--- src/dds_macros.svh ---
`ifndef DDS_MACROS_SVH
`define DDS_MACROS_SVH

// datapath widths
`define DDS_PHASE_W   32
`define DDS_SAMPLE_W  12
`define DDS_LUT_AW    4     // quarter table, 16 entries
`define DDS_LFSR_W    5
`define DDS_PERIOD_W  16

// register bus
`define AXIL_ADDR_W   5
`define AXIL_DATA_W   32

`endif

--- src/sine_quarter.hex ---
// first quadrant sine magnitudes, one 12-bit hex value per line
// line n holds round(2047 * sin((2n+1) * pi / 64)) for n = 0 to 15
064
12C
1F1
2B2
36B
41C
4C3
55F
5ED
66C
6DC
73A
787
7C2
7E9
7FD

--- src/dds_pkg.sv ---
`include "dds_macros.svh"

package dds_pkg;

   typedef logic signed [`DDS_SAMPLE_W-1:0] sample_t;
   typedef logic [`DDS_PHASE_W-1:0] phase_t;

   typedef enum logic [1:0] {
      wave_sine   = 2'd0,
      wave_cosine = 2'd1,
      wave_saw    = 2'd2,
      wave_square = 2'd3
   } wave_sel_t;

   typedef enum logic [1:0] {
      mod_ask  = 2'd0,
      mod_fsk  = 2'd1,
      mod_bpsk = 2'd2,
      mod_prbs = 2'd3
   } mod_sel_t;

   // full scale of a sample
   localparam sample_t sample_max = sample_t'(2047);
   localparam sample_t sample_min = sample_t'(-2048);

endpackage

--- src/axil_pkg.sv ---
`include "dds_macros.svh"

package axil_pkg;

   typedef enum logic [1:0] {
      resp_okay   = 2'b00,
      resp_slverr = 2'b10
   } axil_resp_t;

   // byte offsets of the register map
   typedef enum logic [`AXIL_ADDR_W-1:0] {
      reg_ctrl        = 5'h00,
      reg_carrier_inc = 5'h04,
      reg_fsk_inc     = 5'h08,
      reg_bit_period  = 5'h0C,
      reg_status      = 5'h10   // read only
   } reg_addr_t;

endpackage

--- src/dds_ctrl_if.sv ---
`timescale 1ns/10ps
`include "dds_macros.svh"

interface dds_ctrl_if
   import dds_pkg::*;
();

   logic                     run;
   wave_sel_t                wave_sel;
   mod_sel_t                 mod_sel;
   phase_t                   carrier_inc;
   phase_t                   fsk_inc;
   logic [`DDS_PERIOD_W-1:0] bit_period;
   logic [`DDS_LFSR_W-1:0]   lfsr_state;   // back from the bit source

   modport regs (
      output run, wave_sel, mod_sel, carrier_inc, fsk_inc, bit_period,
      input  lfsr_state
   );

   modport datapath (
      input  run, wave_sel, mod_sel, carrier_inc, fsk_inc, bit_period,
      output lfsr_state
   );

endinterface

--- src/axil_regs.sv ---
`timescale 1ns/10ps
`include "dds_macros.svh"

module axil_regs
   import dds_pkg::*;
   import axil_pkg::*;
(
   input  logic                      clk,
   input  logic                      reset,
   input  logic [`AXIL_ADDR_W-1:0]   awaddr,
   input  logic                      awvalid,
   output logic                      awready,
   input  logic [`AXIL_DATA_W-1:0]   wdata,
   input  logic [`AXIL_DATA_W/8-1:0] wstrb,    // full-word writes only
   input  logic                      wvalid,
   output logic                      wready,
   output axil_resp_t                bresp,
   output logic                      bvalid,
   input  logic                      bready,
   input  logic [`AXIL_ADDR_W-1:0]   araddr,
   input  logic                      arvalid,
   output logic                      arready,
   output logic [`AXIL_DATA_W-1:0]   rdata,
   output axil_resp_t                rresp,
   output logic                      rvalid,
   input  logic                      rready,
   dds_ctrl_if.regs                  ctrl
);

   logic                    wr_accept;
   logic                    rd_accept;
   logic                    wr_mapped;
   logic                    rd_mapped;
   logic [`AXIL_DATA_W-1:0] rd_word;

   // address and data taken together, one write in flight
   assign wr_accept = awvalid & wvalid & ~bvalid;
   assign rd_accept = arvalid & ~rvalid;
   assign awready   = wr_accept;
   assign wready    = wr_accept;
   assign arready   = rd_accept;

   always_comb
   begin
      case (awaddr)
         reg_ctrl, reg_carrier_inc, reg_fsk_inc, reg_bit_period, reg_status:
            wr_mapped = 1'b1;
         default:
            wr_mapped = 1'b0;
      endcase
   end

   always_comb
   begin
      rd_word   = '0;
      rd_mapped = 1'b1;
      case (araddr)
         reg_ctrl:        rd_word[4:0] = {ctrl.mod_sel, ctrl.wave_sel, ctrl.run};
         reg_carrier_inc: rd_word = ctrl.carrier_inc;
         reg_fsk_inc:     rd_word = ctrl.fsk_inc;
         reg_bit_period:  rd_word[`DDS_PERIOD_W-1:0] = ctrl.bit_period;
         reg_status:      rd_word[`DDS_LFSR_W-1:0] = ctrl.lfsr_state;
         default:         rd_mapped = 1'b0;     // reads back as zero
      endcase
   end

   //////////////////////////////////////////////////////////////////////
   // write channel and control registers
   always_ff @(posedge clk or posedge reset)
   begin
      if (reset)
      begin
         bvalid           <= 1'b0;
         bresp            <= resp_okay;
         ctrl.run         <= 1'b0;
         ctrl.wave_sel    <= wave_sine;
         ctrl.mod_sel     <= mod_ask;
         ctrl.carrier_inc <= '0;
         ctrl.fsk_inc     <= '0;
         ctrl.bit_period  <= `DDS_PERIOD_W'(100);
      end
      else if (wr_accept)
      begin
         bvalid <= 1'b1;
         bresp  <= wr_mapped ? resp_okay : resp_slverr;
         case (awaddr)
            reg_ctrl:
            begin
               ctrl.run      <= wdata[0];
               ctrl.wave_sel <= wave_sel_t'(wdata[2:1]);
               ctrl.mod_sel  <= mod_sel_t'(wdata[4:3]);
            end
            reg_carrier_inc: ctrl.carrier_inc <= wdata;
            reg_fsk_inc:     ctrl.fsk_inc <= wdata;
            reg_bit_period:  ctrl.bit_period <= wdata[`DDS_PERIOD_W-1:0];
            default: ;       // status or unmapped, nothing to store
         endcase
      end
      else if (bready)
         bvalid <= 1'b0;
   end

   //////////////////////////////////////////////////////////////////////
   // read channel
   always_ff @(posedge clk or posedge reset)
   begin
      if (reset)
      begin
         rvalid <= 1'b0;
         rresp  <= resp_okay;
         rdata  <= '0;
      end
      else if (rd_accept)
      begin
         rvalid <= 1'b1;
         rresp  <= rd_mapped ? resp_okay : resp_slverr;
         rdata  <= rd_word;
      end
      else if (rready)
         rvalid <= 1'b0;
   end

endmodule

--- src/dds_waveform.sv ---
`timescale 1ns/10ps
`include "dds_macros.svh"

module dds_waveform
   import dds_pkg::*;
(
   input  logic    clk,
   input  logic    reset,
   input  logic    run,
   input  phase_t  phase_inc,
   output sample_t sin_out,
   output sample_t cos_out,
   output sample_t saw_out,
   output sample_t squ_out
);

   localparam int lut_depth = 1 << `DDS_LUT_AW;

   logic [`DDS_SAMPLE_W-1:0] quarter_rom [0:lut_depth-1];   // first quadrant magnitudes
   phase_t                   phase;
   logic [1:0]               quad;
   logic [`DDS_LUT_AW-1:0]   idx;

   initial
   begin
      $readmemh("/design/src/sine_quarter.hex", quarter_rom);
   end

   // quadrant folding of the quarter table
   function automatic sample_t fold(input logic [1:0] q, input logic [`DDS_LUT_AW-1:0] i);
      logic [`DDS_LUT_AW-1:0] addr;
      sample_t                mag;
      addr = q[0] ? ~i : i;            // mirror in quadrants 1 and 3
      mag  = $signed(quarter_rom[addr]);
      return q[1] ? -mag : mag;        // second half negative
   endfunction

   assign quad = phase[`DDS_PHASE_W-1 -: 2];
   assign idx  = phase[`DDS_PHASE_W-3 -: `DDS_LUT_AW];

   always_ff @(posedge clk or posedge reset)
   begin
      if (reset)
      begin
         phase   <= '0;
         sin_out <= '0;
         cos_out <= '0;
         saw_out <= '0;
         squ_out <= '0;
      end
      else
      begin
         if (run)
            phase <= phase + phase_inc;
         sin_out <= fold(quad, idx);
         cos_out <= fold(quad + 2'd1, idx);   // quarter turn ahead
         saw_out <= $signed(phase[`DDS_PHASE_W-1 -: `DDS_SAMPLE_W]);
         squ_out <= phase[`DDS_PHASE_W-1] ? -sample_max : sample_max;
      end
   end

endmodule

--- src/prbs_bit_source.sv ---
`timescale 1ns/10ps
`include "dds_macros.svh"

module prbs_bit_source (
   input  logic                     clk,
   input  logic                     reset,
   input  logic                     run,
   input  logic [`DDS_PERIOD_W-1:0] bit_period,
   output logic [`DDS_LFSR_W-1:0]   lfsr_state,
   output logic                     prbs_bit
);

   logic [`DDS_PERIOD_W-1:0] count;
   logic [`DDS_PERIOD_W-1:0] last_count;
   logic                     step;

   // a period of zero behaves as one
   assign last_count = (bit_period == '0) ? '0 : bit_period - 1'b1;
   assign step       = run & (count >= last_count);   // also catches a shortened period

   always_ff @(posedge clk or posedge reset)
   begin
      if (reset)
         count <= '0;
      else if (run)
         count <= step ? '0 : count + 1'b1;
   end

   // fibonacci, taps on bits 0 and 2
   always_ff @(posedge clk or posedge reset)
   begin
      if (reset)
         lfsr_state <= '1;
      else if (step)
         lfsr_state <= {lfsr_state[0] ^ lfsr_state[2], lfsr_state[`DDS_LFSR_W-1:1]};
   end

   assign prbs_bit = lfsr_state[0];

endmodule

--- src/modulator.sv ---
`timescale 1ns/10ps

module modulator
   import dds_pkg::*;
(
   input  logic         clk,
   input  logic         reset,
   dds_ctrl_if.datapath ctrl,
   input  sample_t      carrier_sin,
   input  sample_t      carrier_cos,
   input  sample_t      carrier_saw,
   input  sample_t      carrier_squ,
   input  sample_t      fsk_cos,
   input  logic         bit_in,
   output sample_t      wave_sample,
   output sample_t      mod_sample,
   output logic         prbs_bit
);

   logic    bit_d;       // lines up with the registered carrier
   sample_t wave_next;
   sample_t mod_next;

   always_comb
   begin
      case (ctrl.wave_sel)
         wave_sine:   wave_next = carrier_sin;
         wave_cosine: wave_next = carrier_cos;
         wave_saw:    wave_next = carrier_saw;
         default:     wave_next = carrier_squ;
      endcase
   end

   always_comb
   begin
      case (ctrl.mod_sel)
         mod_ask:  mod_next = bit_d ? carrier_cos : '0;
         mod_fsk:  mod_next = bit_d ? fsk_cos : carrier_cos;
         mod_bpsk: mod_next = bit_d ? carrier_cos : -carrier_cos;
         default:  mod_next = bit_d ? sample_max : sample_min;   // raw bit
      endcase
   end

   always_ff @(posedge clk or posedge reset)
   begin
      if (reset)
      begin
         bit_d       <= 1'b0;
         prbs_bit    <= 1'b0;
         wave_sample <= '0;
         mod_sample  <= '0;
      end
      else
      begin
         bit_d       <= bit_in;
         prbs_bit    <= bit_d;
         wave_sample <= wave_next;
         mod_sample  <= mod_next;
      end
   end

endmodule

--- src/dds_mod_top.sv ---
`timescale 1ns/10ps
`include "dds_macros.svh"

module dds_mod_top
   import dds_pkg::*;
   import axil_pkg::*;
(
   input  logic                      clk,
   input  logic                      reset,
   input  logic [`AXIL_ADDR_W-1:0]   awaddr,
   input  logic                      awvalid,
   output logic                      awready,
   input  logic [`AXIL_DATA_W-1:0]   wdata,
   input  logic [`AXIL_DATA_W/8-1:0] wstrb,
   input  logic                      wvalid,
   output logic                      wready,
   output axil_resp_t                bresp,
   output logic                      bvalid,
   input  logic                      bready,
   input  logic [`AXIL_ADDR_W-1:0]   araddr,
   input  logic                      arvalid,
   output logic                      arready,
   output logic [`AXIL_DATA_W-1:0]   rdata,
   output axil_resp_t                rresp,
   output logic                      rvalid,
   input  logic                      rready,
   output sample_t                   wave_sample,
   output sample_t                   mod_sample,
   output logic                      prbs_bit
);

   sample_t car_sin;
   sample_t car_cos;
   sample_t car_saw;
   sample_t car_squ;
   sample_t fsk_cos;
   logic    lfsr_bit;

   dds_ctrl_if ctrl ();

   //////////////////////////////////////////////////////////////////////
   // register block
   axil_regs axil_regs_inst (
      .clk, .reset,
      .awaddr, .awvalid, .awready,
      .wdata, .wstrb, .wvalid, .wready,
      .bresp, .bvalid, .bready,
      .araddr, .arvalid, .arready,
      .rdata, .rresp, .rvalid, .rready,
      .ctrl  (ctrl.regs)
   );

   //////////////////////////////////////////////////////////////////////
   // two carriers, the fsk core only feeds its cosine onward
   dds_waveform carrier_dds (
      .clk, .reset,
      .run       (ctrl.run),
      .phase_inc (ctrl.carrier_inc),
      .sin_out   (car_sin),
      .cos_out   (car_cos),
      .saw_out   (car_saw),
      .squ_out   (car_squ)
   );

   dds_waveform fsk_dds (
      .clk, .reset,
      .run       (ctrl.run),
      .phase_inc (ctrl.fsk_inc),
      .sin_out   (),
      .cos_out   (fsk_cos),
      .saw_out   (),
      .squ_out   ()
   );

   prbs_bit_source prbs_inst (
      .clk, .reset,
      .run        (ctrl.run),
      .bit_period (ctrl.bit_period),
      .lfsr_state (ctrl.lfsr_state),   // readable through status
      .prbs_bit   (lfsr_bit)
   );

   modulator modulator_inst (
      .clk, .reset,
      .ctrl        (ctrl.datapath),
      .carrier_sin (car_sin),
      .carrier_cos (car_cos),
      .carrier_saw (car_saw),
      .carrier_squ (car_squ),
      .fsk_cos     (fsk_cos),
      .bit_in      (lfsr_bit),
      .wave_sample,
      .mod_sample,
      .prbs_bit
   );

endmodule

--- config.mk ---
export PLATFORM = sky130hd
export DESIGN_NAME = dds_mod_top
export DESIGN_NICKNAME = d
export VERILOG_FILES = /design/src/dds_pkg.sv /design/src/axil_pkg.sv /design/src/dds_ctrl_if.sv /design/src/axil_regs.sv /design/src/dds_waveform.sv /design/src/prbs_bit_source.sv /design/src/modulator.sv /design/src/dds_mod_top.sv
export VERILOG_INCLUDE_DIRS = /design/src /design/src/src
export SDC_FILE = /design/constraint.sdc
export NUM_CORES = 1
export LEC_CHECK = 0
export ABC_AREA = 1
export BUFFER_PORTS_ARGS = -buffer_cell sky130_fd_sc_hd__buf_2
export CAP_MARGIN = 10
export CORE_MARGIN = 5
export CORE_UTILIZATION = 35
export CTS_BUF_LIST = sky130_fd_sc_hd__clkbuf_4
export CTS_CLUSTER_SIZE = 10
export DETAILED_ROUTE_END_ITERATION = 7
export GPL_TIMING_DRIVEN = 0
export PLACE_DENSITY = 0.5
export SETUP_SLACK_MARGIN = 0.1
export SLEW_MARGIN = 20
export SYNTH_ARGS = -nofsm -noshare
export SYNTH_HDL_FRONTEND = slang
export SYNTH_SLANG_ARGS = --single-unit
export TNS_END_PERCENT = 10
--- constraint.sdc ---
create_clock -name clk -period 8.5 [get_ports clk]
set_input_delay 0.425 -clock clk [delete_from_list [all_inputs] [get_ports clk]]
set_output_delay 0.425 -clock clk [all_outputs]
set_load 0.05 [all_outputs]
==> metrics.yaml, run 1 <==
clock_network:
  clk_pin_slew_worst_paths_ns: 0.07
  clockBufferDepth: 3
  numCtsBuffers: 57
  clock_sinks: 204
  worstSkewPairLatency_ns: 0.73
  ctsResizeCount: 0
  cts_tree: "done"
  cts_setup_buffers: 0
  clockRootBuffer: "clkbuf_4"
  cts_max_level: 2
global_routing:
  grt_overflow: 0
  antenna_found_initial: 2
  grt_pass1_wl_mm: 54.4
  grt_pass1_vias: 10200
  grt_use_total_pct: 18.9
  grt_max_degree: 98
logic_synthesis:
  yosys.cell_count.top_type: "nand2_1"
  synthArstFlopShare_pct: 100
  synth.area.top_cells: "dfrtp_1, nand2_1, inv_1, ha_1, nand3_1"
  yosysWarnings: 0
  avgSynthCellArea_um2: 7.47
  synth_common_cells: "nand2_1, dfrtp_1, inv_1, nor2_1, nand3_1"
  yosys.area.top_type: "dfrtp_1"
  synth_edf_count: 0
  synth_top_area_share_pct: 43.0
  ys_ff_latch: 204
  syn-instance-count: 1528
  yosys.cell_types.count: 44
  syn-cell-area_um2: 11400
  synthFlopType: "dfrtp_1"
  synth-seq-area-share_pct: 44.8
timing:
  period_share_pct: 37.0
  slew_headroom_pct: 47.0
  worst_pin_slew_ns: 0.795
  rsz0062_at_grt: "false"
  period_minus_slack_ns: 3.14
  hold_violations: 0
  clock.fmax_mhz: 318
  fin_skew_ns: 0.0277
  setup_slack_ns: 5.36
  slew_violations: 0
  tns_ns: 0
  setup_viol: 0
worst_setup_path:
  critPathMaxFanout: 10
  cp.required_ns: 9.11
  crit_top_cell: "inv_1"
  arrival_ns: 3.75
  max_stage_delay_ns: 0.40
  slowest_stage: "dfrtp_1"
  path_delay_family: "simple AND/OR/NAND/NOR gates"
  cp-end-kind: "flip-flop"
  path_class: "flip-flop to flip-flop"
  critical_path.cell_chain: "inv_1, ha_1, inv_1, nor2_1, inv_1, nor2_2, xor2_1, nand2_1, ha_1, nand2_1, inv_1, nand3_1, nor3_2, nor2_1, nand2_1, nand2_2, nand2_4, nand2_4, inv_4, buf_6, nor2_1"
  worst_setup_path_start_kind: "flip-flop"
  crit_buf_inv: 6
run:
  drv_cap: 0
detailed_routing:
  wl_per_cell_um: 15.2
  viasPerCell: 4.62
  drt_iter0_drc: 493
  wl_mm: 33.9
  via_count: 10300
  drc: 0
  ant_nets: 0
  dr.pass1.iters: 7
pwr:
  swShare_pct: 36.5
  p_leak_nw: 7.50
  p_switching_mw: 1.13
  power_frac_clock_pct: 31.3
  seqPwrFrac_pct: 40.4
  p_per_area_nw_per_um2: 225
  ir_drop_mv: 0.131
  internal_power_mw: 1.96
  combPwrFrac_pct: 28.2
final_layout:
  area_delta_synth_final_pct: 20.3
  fill_cells: 3447
  fin_nets: 1841
  design_area_um2: 13700
  drive_above_1_share_pct: 16.3
place:
  post-place-ws_ns: 5.40
  dp_hpwl_mm: 25.7
  place.gp.congestion: 0.890
  io_buffers: 112
  place_area_um2: 12600
floorplan:
  fp.coreArea_um2: 32400
  dieHeight_um: 191
  die_w_um: 191
  die-area_um2: 36300
  ios: 119
  rows: 66
  start_util_pct: 35.3
status:
  status: "finished, final reports clean"
min_path:
  min_path_type: "primary input to flip-flop"
-- what timing repair did --
action | CTS | global route
endpoints found under the hold margin | 117 | 0
hold buffers | 35 | 0
endpoints found under the setup margin | 0 | 0
-- power by group through the flow --
stage	clock network, mW	registers (mW)	logic [mW]
after global routing	1.06	1.27	0.992
after detailed placement	0	1.27	0.861
after global placement	0	1.27	0.848
final	0.967	1.25	0.870
after CTS	1.01	1.25	0.877
after floorplan	0	1.31	0.574
-- cells in the final DEF (no fill, tap or decap), types with 5 or more instances in the layout --
| master | synthesis | layout |
|---|---|---|
| a21oi_1 | 37 | 37 |
| a31oi_1 | 17 | 17 |
| buf_2 | 14 | 126 |
| buf_4 | 16 | 16 |
| clkbuf_1 | 23 | 23 |
| clkbuf_4 | 0 | 94 |
| clkinv_1 | 1 | 7 |
| dfrtp_1 | 196 | 196 |
| dfstp_2 | 8 | 8 |
| dlygate4sd3_1 | 0 | 35 |
| ha_1 | 50 | 50 |
| inv_1 | 193 | 192 |
| nand2_1 | 552 | 552 |
| nand2_2 | 7 | 7 |
| nand3_1 | 90 | 90 |
| nand3b_1 | 8 | 8 |
| nand4_1 | 14 | 14 |
| nor2_1 | 98 | 98 |
| nor2_2 | 9 | 9 |
| nor3_1 | 7 | 7 |
| nor3_2 | 5 | 5 |
| o21ai_0 | 86 | 86 |
| o21ai_1 | 35 | 35 |
| xnor2_1 | 18 | 18 |
| xor2_1 | 11 | 11 |
-- registers in the layout, indices dropped and copies added, names as in the netlist, 5 cells and up --
signal                           cells
axil_regs_inst.ctrl.bit_period      16
modulator_inst.wave_sample          12
carrier_dds.phase                   32
prbs_inst.count                     16
axil_regs_inst.ctrl.carrier_inc     32
prbs_inst.lfsr_state                 5
axil_regs_inst.rdata                32
axil_regs_inst.ctrl.fsk_inc         32
carrier_dds.saw_out                 12
-- layout make-up --
| cell class | instances | area [um2] | share of cell area (%) |
|---|---|---|---|
| tap | 442 | 553 | 4.03 |
| inverter | 197 | 749 | 5.46 |
| clock buffer | 94 | 706 | 5.14 |
| clock inverter | 10 | 73.8 | 0.538 |
| multi-input combinational | 1072 | 5260 | 38.3 |
| buffer | 56 | 303 | 2.21 |
| sequential | 204 | 5110 | 37.3 |
| antenna | 1 | 2.50 | 0.0182 |
| timing repair buffer | 149 | 966 | 7.04 |
-- per-stage QoR --
step / hold slack [ns] / utilization (%) / power (mW) / cells
after global placement: 0.394 / 38.7 / 2.11 / 2083
after detailed placement: 0.402 / 38.9 / 2.13 / 2085
after floorplan: 0.374 / - / 1.88 / 1529
after CTS: 0.00461 / 42.4 / 3.13 / 2224
after global routing: 0.0208 / 42.4 / 3.32 / 2225
final: 0.0601 / 42.4 / 3.09 / 2225
-- worst reg2reg max path, cell delays in order, from the launching register on --
cell,delay (ns)
dfrtp_1,0.40
inv_1,0.24
ha_1,0.22
inv_1,0.06
nor2_1,0.24
inv_1,0.11
nor2_2,0.20
xor2_1,0.17
nand2_1,0.09
ha_1,0.28
nand2_1,0.04
inv_1,0.08
nand3_1,0.10
nor3_2,0.11
nor2_1,0.05
nand2_1,0.06
nand2_2,0.09
nand2_4,0.12
nand2_4,0.09
inv_4,0.10
buf_6,0.15
nor2_1,0.05
-- routing by layer --
layer	routed length [um]	up-vias	share of wire [%]	track usage, %
li1	-	5251	-	-
met5	0	-	0	0
met2	15800	222	47	31.6
met4	970	0	2.9	6.46
met3	1670	74	4.9	3.92
met1	15500	4739	46	24.5
-- kinds of logic after synthesis --
logic type      count (synthesis)  synth area share, %
flops                         204                 44.8
fa+ha+maj                      51                 5.66
other cells                     2               0.0658
buf+inv                       253                 9.15
xor+xnor                       29                 2.23
simple gates                  805                 29.6
compound gates                184                 8.47
-- path summary, 6_finish.rpt --
path,slack (ns),start,end,cells after the start
min reg2reg,0.41,modulator_inst.bit_d,modulator_inst.prbs_bit,0
max,5.36,axil_regs_inst.ctrl.bit_period[0],prbs_inst.count[7],21
max in group asynchronous,7.12,reset,axil_regs_inst.ctrl.carrier_inc[27],5
min in group asynchronous,0.26,reset,modulator_inst.mod_sample[10],3
min,0.06,wdata[2],axil_regs_inst.ctrl.carrier_inc[2],3
max reg2reg,5.36,axil_regs_inst.ctrl.bit_period[0],prbs_inst.count[7],21
Note: power is estimated with default switching activity, not from simulation.
==> run 2: changes to the inputs <==
--- a/config.mk
+++ b/config.mk
@@ -15,7 +15,7 @@
 export CTS_CLUSTER_SIZE = 10
 export DETAILED_ROUTE_END_ITERATION = 7
 export GPL_TIMING_DRIVEN = 0
-export PLACE_DENSITY = 0.5
+export PLACE_DENSITY = 0.52
 export SETUP_SLACK_MARGIN = 0.1
 export SLEW_MARGIN = 20
 export SYNTH_ARGS = -nofsm -noshare
==> constraint.sdc (replaced) <==
create_clock -name clk -period 2.6 [get_ports clk]
set_input_delay 0.13 -clock clk [delete_from_list [all_inputs] [get_ports clk]]
set_output_delay 0.13 -clock clk [all_outputs]
set_load 0.05 [all_outputs]
==> metrics.yaml, run 2 (synthesis results as in run 1) <==
status:
  status: "finished with violations"
  violations: "setup timing"
timing:
  slew_violations: 0  # unchanged
  tns_ns: -0.427  # -0.427 ns
  clock.fmax_mhz: 377  # +18%
  worst_pin_slew_ns: 0.849  # +0.0534 ns
  hold_violations: 0  # unchanged
  period_minus_slack_ns: 2.65  # -0.489 ns
  setup_viol: 16  # +16
  slew_headroom_pct: 43.4  # -3.6 points
  setup_slack_ns: -0.0520  # -5.41 ns
  fin_skew_ns: 0.0630  # +0.0353 ns
  period_share_pct: 102  # +65 points
  rsz0062_at_grt: "true"
final_layout:
  design_area_um2: 14300  # +4.4%
  area_delta_synth_final_pct: 25.6
  mostFrequentLayoutCells: "nand2_1, dfrtp_1, inv_1"
  final_common_cell: "nand2_1"
  fin_nets: 1887  # +2.5%
  seq_area_um2: 5120  # about the same
  final_cells: 2272  # +2.1%
  drive_above_1_share_pct: 19.2  # +2.9 points
  fill_cells: 3373  # -2.1%
  multi_input_area_um2: 5390  # +2.5%
place:
  io_buffers: 112  # unchanged
  place.gp.congestion: 0.879  # -1.3%
  place_area_um2: 12700  # +0.65%
  dp.cells: 2090  # +0.24%
  post-place-ws_ns: -0.520  # -5.92 ns
  dp_hpwl_mm: 26.1  # +1.6%
pwr:
  p_leak_nw: 7.74  # +3.2%
  p_per_area_nw_per_um2: 713  # +220%
  ir_drop_mv: 0.444  # +240%
  power.total_mw: 10.2  # +230%
min_path:
  min_path_type: "primary input to flip-flop"
  min-delay-start: "arvalid"
worst_setup_path:
  cp-startpoint: "axil_regs_inst.ctrl.bit_period[1]"
  r2r-start: "axil_regs_inst.ctrl.bit_period[1]"
  arrival_ns: 3.32  # -0.43 ns
  critPathMaxFanout: 4  # -6
  cp.required_ns: 3.27  # -5.84 ns
  path_class: "flip-flop to flip-flop"
  worst_setup_path_start_kind: "flip-flop"
  cp-end-kind: "flip-flop"
floorplan:
  dieHeight_um: 191  # unchanged
  die_w_um: 191  # unchanged
  start_util_pct: 35.3  # unchanged
  die-area_um2: 36300  # unchanged
  rows: 66  # unchanged
  ios: 119  # unchanged
  fp.coreArea_um2: 32400  # unchanged
global_routing:
  grt_max_degree: 32  # -67%
  antenna_found_initial: 1  # -1
  grt_pass1_vias: 10500  # +3.4%
  grt_use_total_pct: 19.3  # +0.39 points
  grt_pass1_wl_mm: 56.0  # +3.0%
  grt_overflow: 0  # unchanged
clock_network:
  cts_tree: "done"
  clk_pin_slew_worst_paths_ns: 0.06  # about the same
  numCtsBuffers: 56  # -1.8%
  clock_sinks: 204  # unchanged
  worstSkewPairLatency_ns: 0.75  # +0.02 ns
  clockBufferDepth: 3  # unchanged
  cts_max_level: 2  # unchanged
  clockRootBuffer: "clkbuf_4"
detailed_routing:
  dr.pass1.iters: 5  # -2
  via_count: 10600  # +2.9%
  viasPerCell: 4.66  # +0.73%
  wl_per_cell_um: 15.3  # +0.45%
  wl_mm: 34.8  # +2.6%
  drc: 0  # unchanged
  ant_nets: 0  # unchanged
  drt_iter0_drc: 563  # +14%
run:
  drv_cap: 0  # unchanged
-- run 2: cell types whose count changed in the layout (fill, tap and decap cells not counted), moves of 4 or more --
cell,delta
inv_2,+10
nand2_1,-5
nor2_2,+6
nor2_1,-9
inv_1,-11
dlygate4sd3_1,+20
buf_12,+7
clkbuf_4,-4
buf_4,+21
-- run 2: critical path: stages (launching register included) --
cell	delay [ns]
dfrtp_1	0.41
inv_2	0.14
ha_1	0.16
inv_1	0.06
nor4_1	0.43
nand2_1	0.15
nand2_1	0.15
ha_4	0.22
a21oi_2	0.12
o21ai_1	0.09
nor2_2	0.23
nand2_4	0.10
nand2_8	0.09
inv_8	0.04
buf_4	0.14
nor2_1	0.09
-- run 2: power by group --
part	internal (mW)	switching (mW)
clock	1.66	1.42
combinational	1.13	1.93
sequential	3.69	0.391
total	6.48	3.74
-- run 2: layer usage --
metal  GRT usage (%)  routed length (um)  vias to the layer above  share of wire [%]
met5               0                   0                        -                  0
met4            6.02                 897                        0                2.6
met3            3.41                1500                       59                4.3
met2            32.2               16300                      209                 47
met1            25.7               16100                     4955                 46
li1                -                   -                     5357                  -
-- run 2: what timing repair did --
| action | 4_1_cts | 5_1_grt |
|---|---|---|
| buffers inserted | 16 | 6 |
| pin swaps | 12 | 16 |
| gates resized for setup | 37 | 17 |
| gates cloned | 0 | 1 |
| hold buffers | 55 | 0 |
| setup endpoints to repair | 22 | 22 |
| endpoints found under the hold margin | 236 | 0 |
-- run 2: layout make-up --
cell class / count / share of cell area (%)
diodes: 3 / 0.0524
plain buffers: 55 / 2.16
clock buffers: 90 / 4.71
clock inverters: 12 / 0.585
inverters: 197 / 5.27
multi-input cells: 1072 / 37.6
flip-flops and latches: 204 / 35.7
well taps: 442 / 3.86
repair buffers: 197 / 10.1
-- run 2: final timing paths --
| kind | slack, ns | to | cells past startpoint |
|---|---|---|---|
| max | -0.05 | prbs_inst.count[14] | 15 |
| min | 0.06 | axil_regs_inst.rdata[5] | 3 |
| max reg2reg | -0.05 | prbs_inst.count[14] | 15 |
| min reg2reg | 0.41 | modulator_inst.prbs_bit | 0 |
| max in group asynchronous | 1.12 | axil_regs_inst.ctrl.fsk_inc[21] | 7 |
| min in group asynchronous | 0.57 | axil_regs_inst.ctrl.fsk_inc[4] | 4 |
-- run 2: through the flow --
stage | hold slack, ns | utilization (%)
global placement | 0.322 | 38.7
global route | 0.0246 | 44.3
floorplan | 0.226 | -
CTS | 0.00288 | 43.9
finish | 0.0570 | 44.3
detailed placement | 0.152 | 39.2
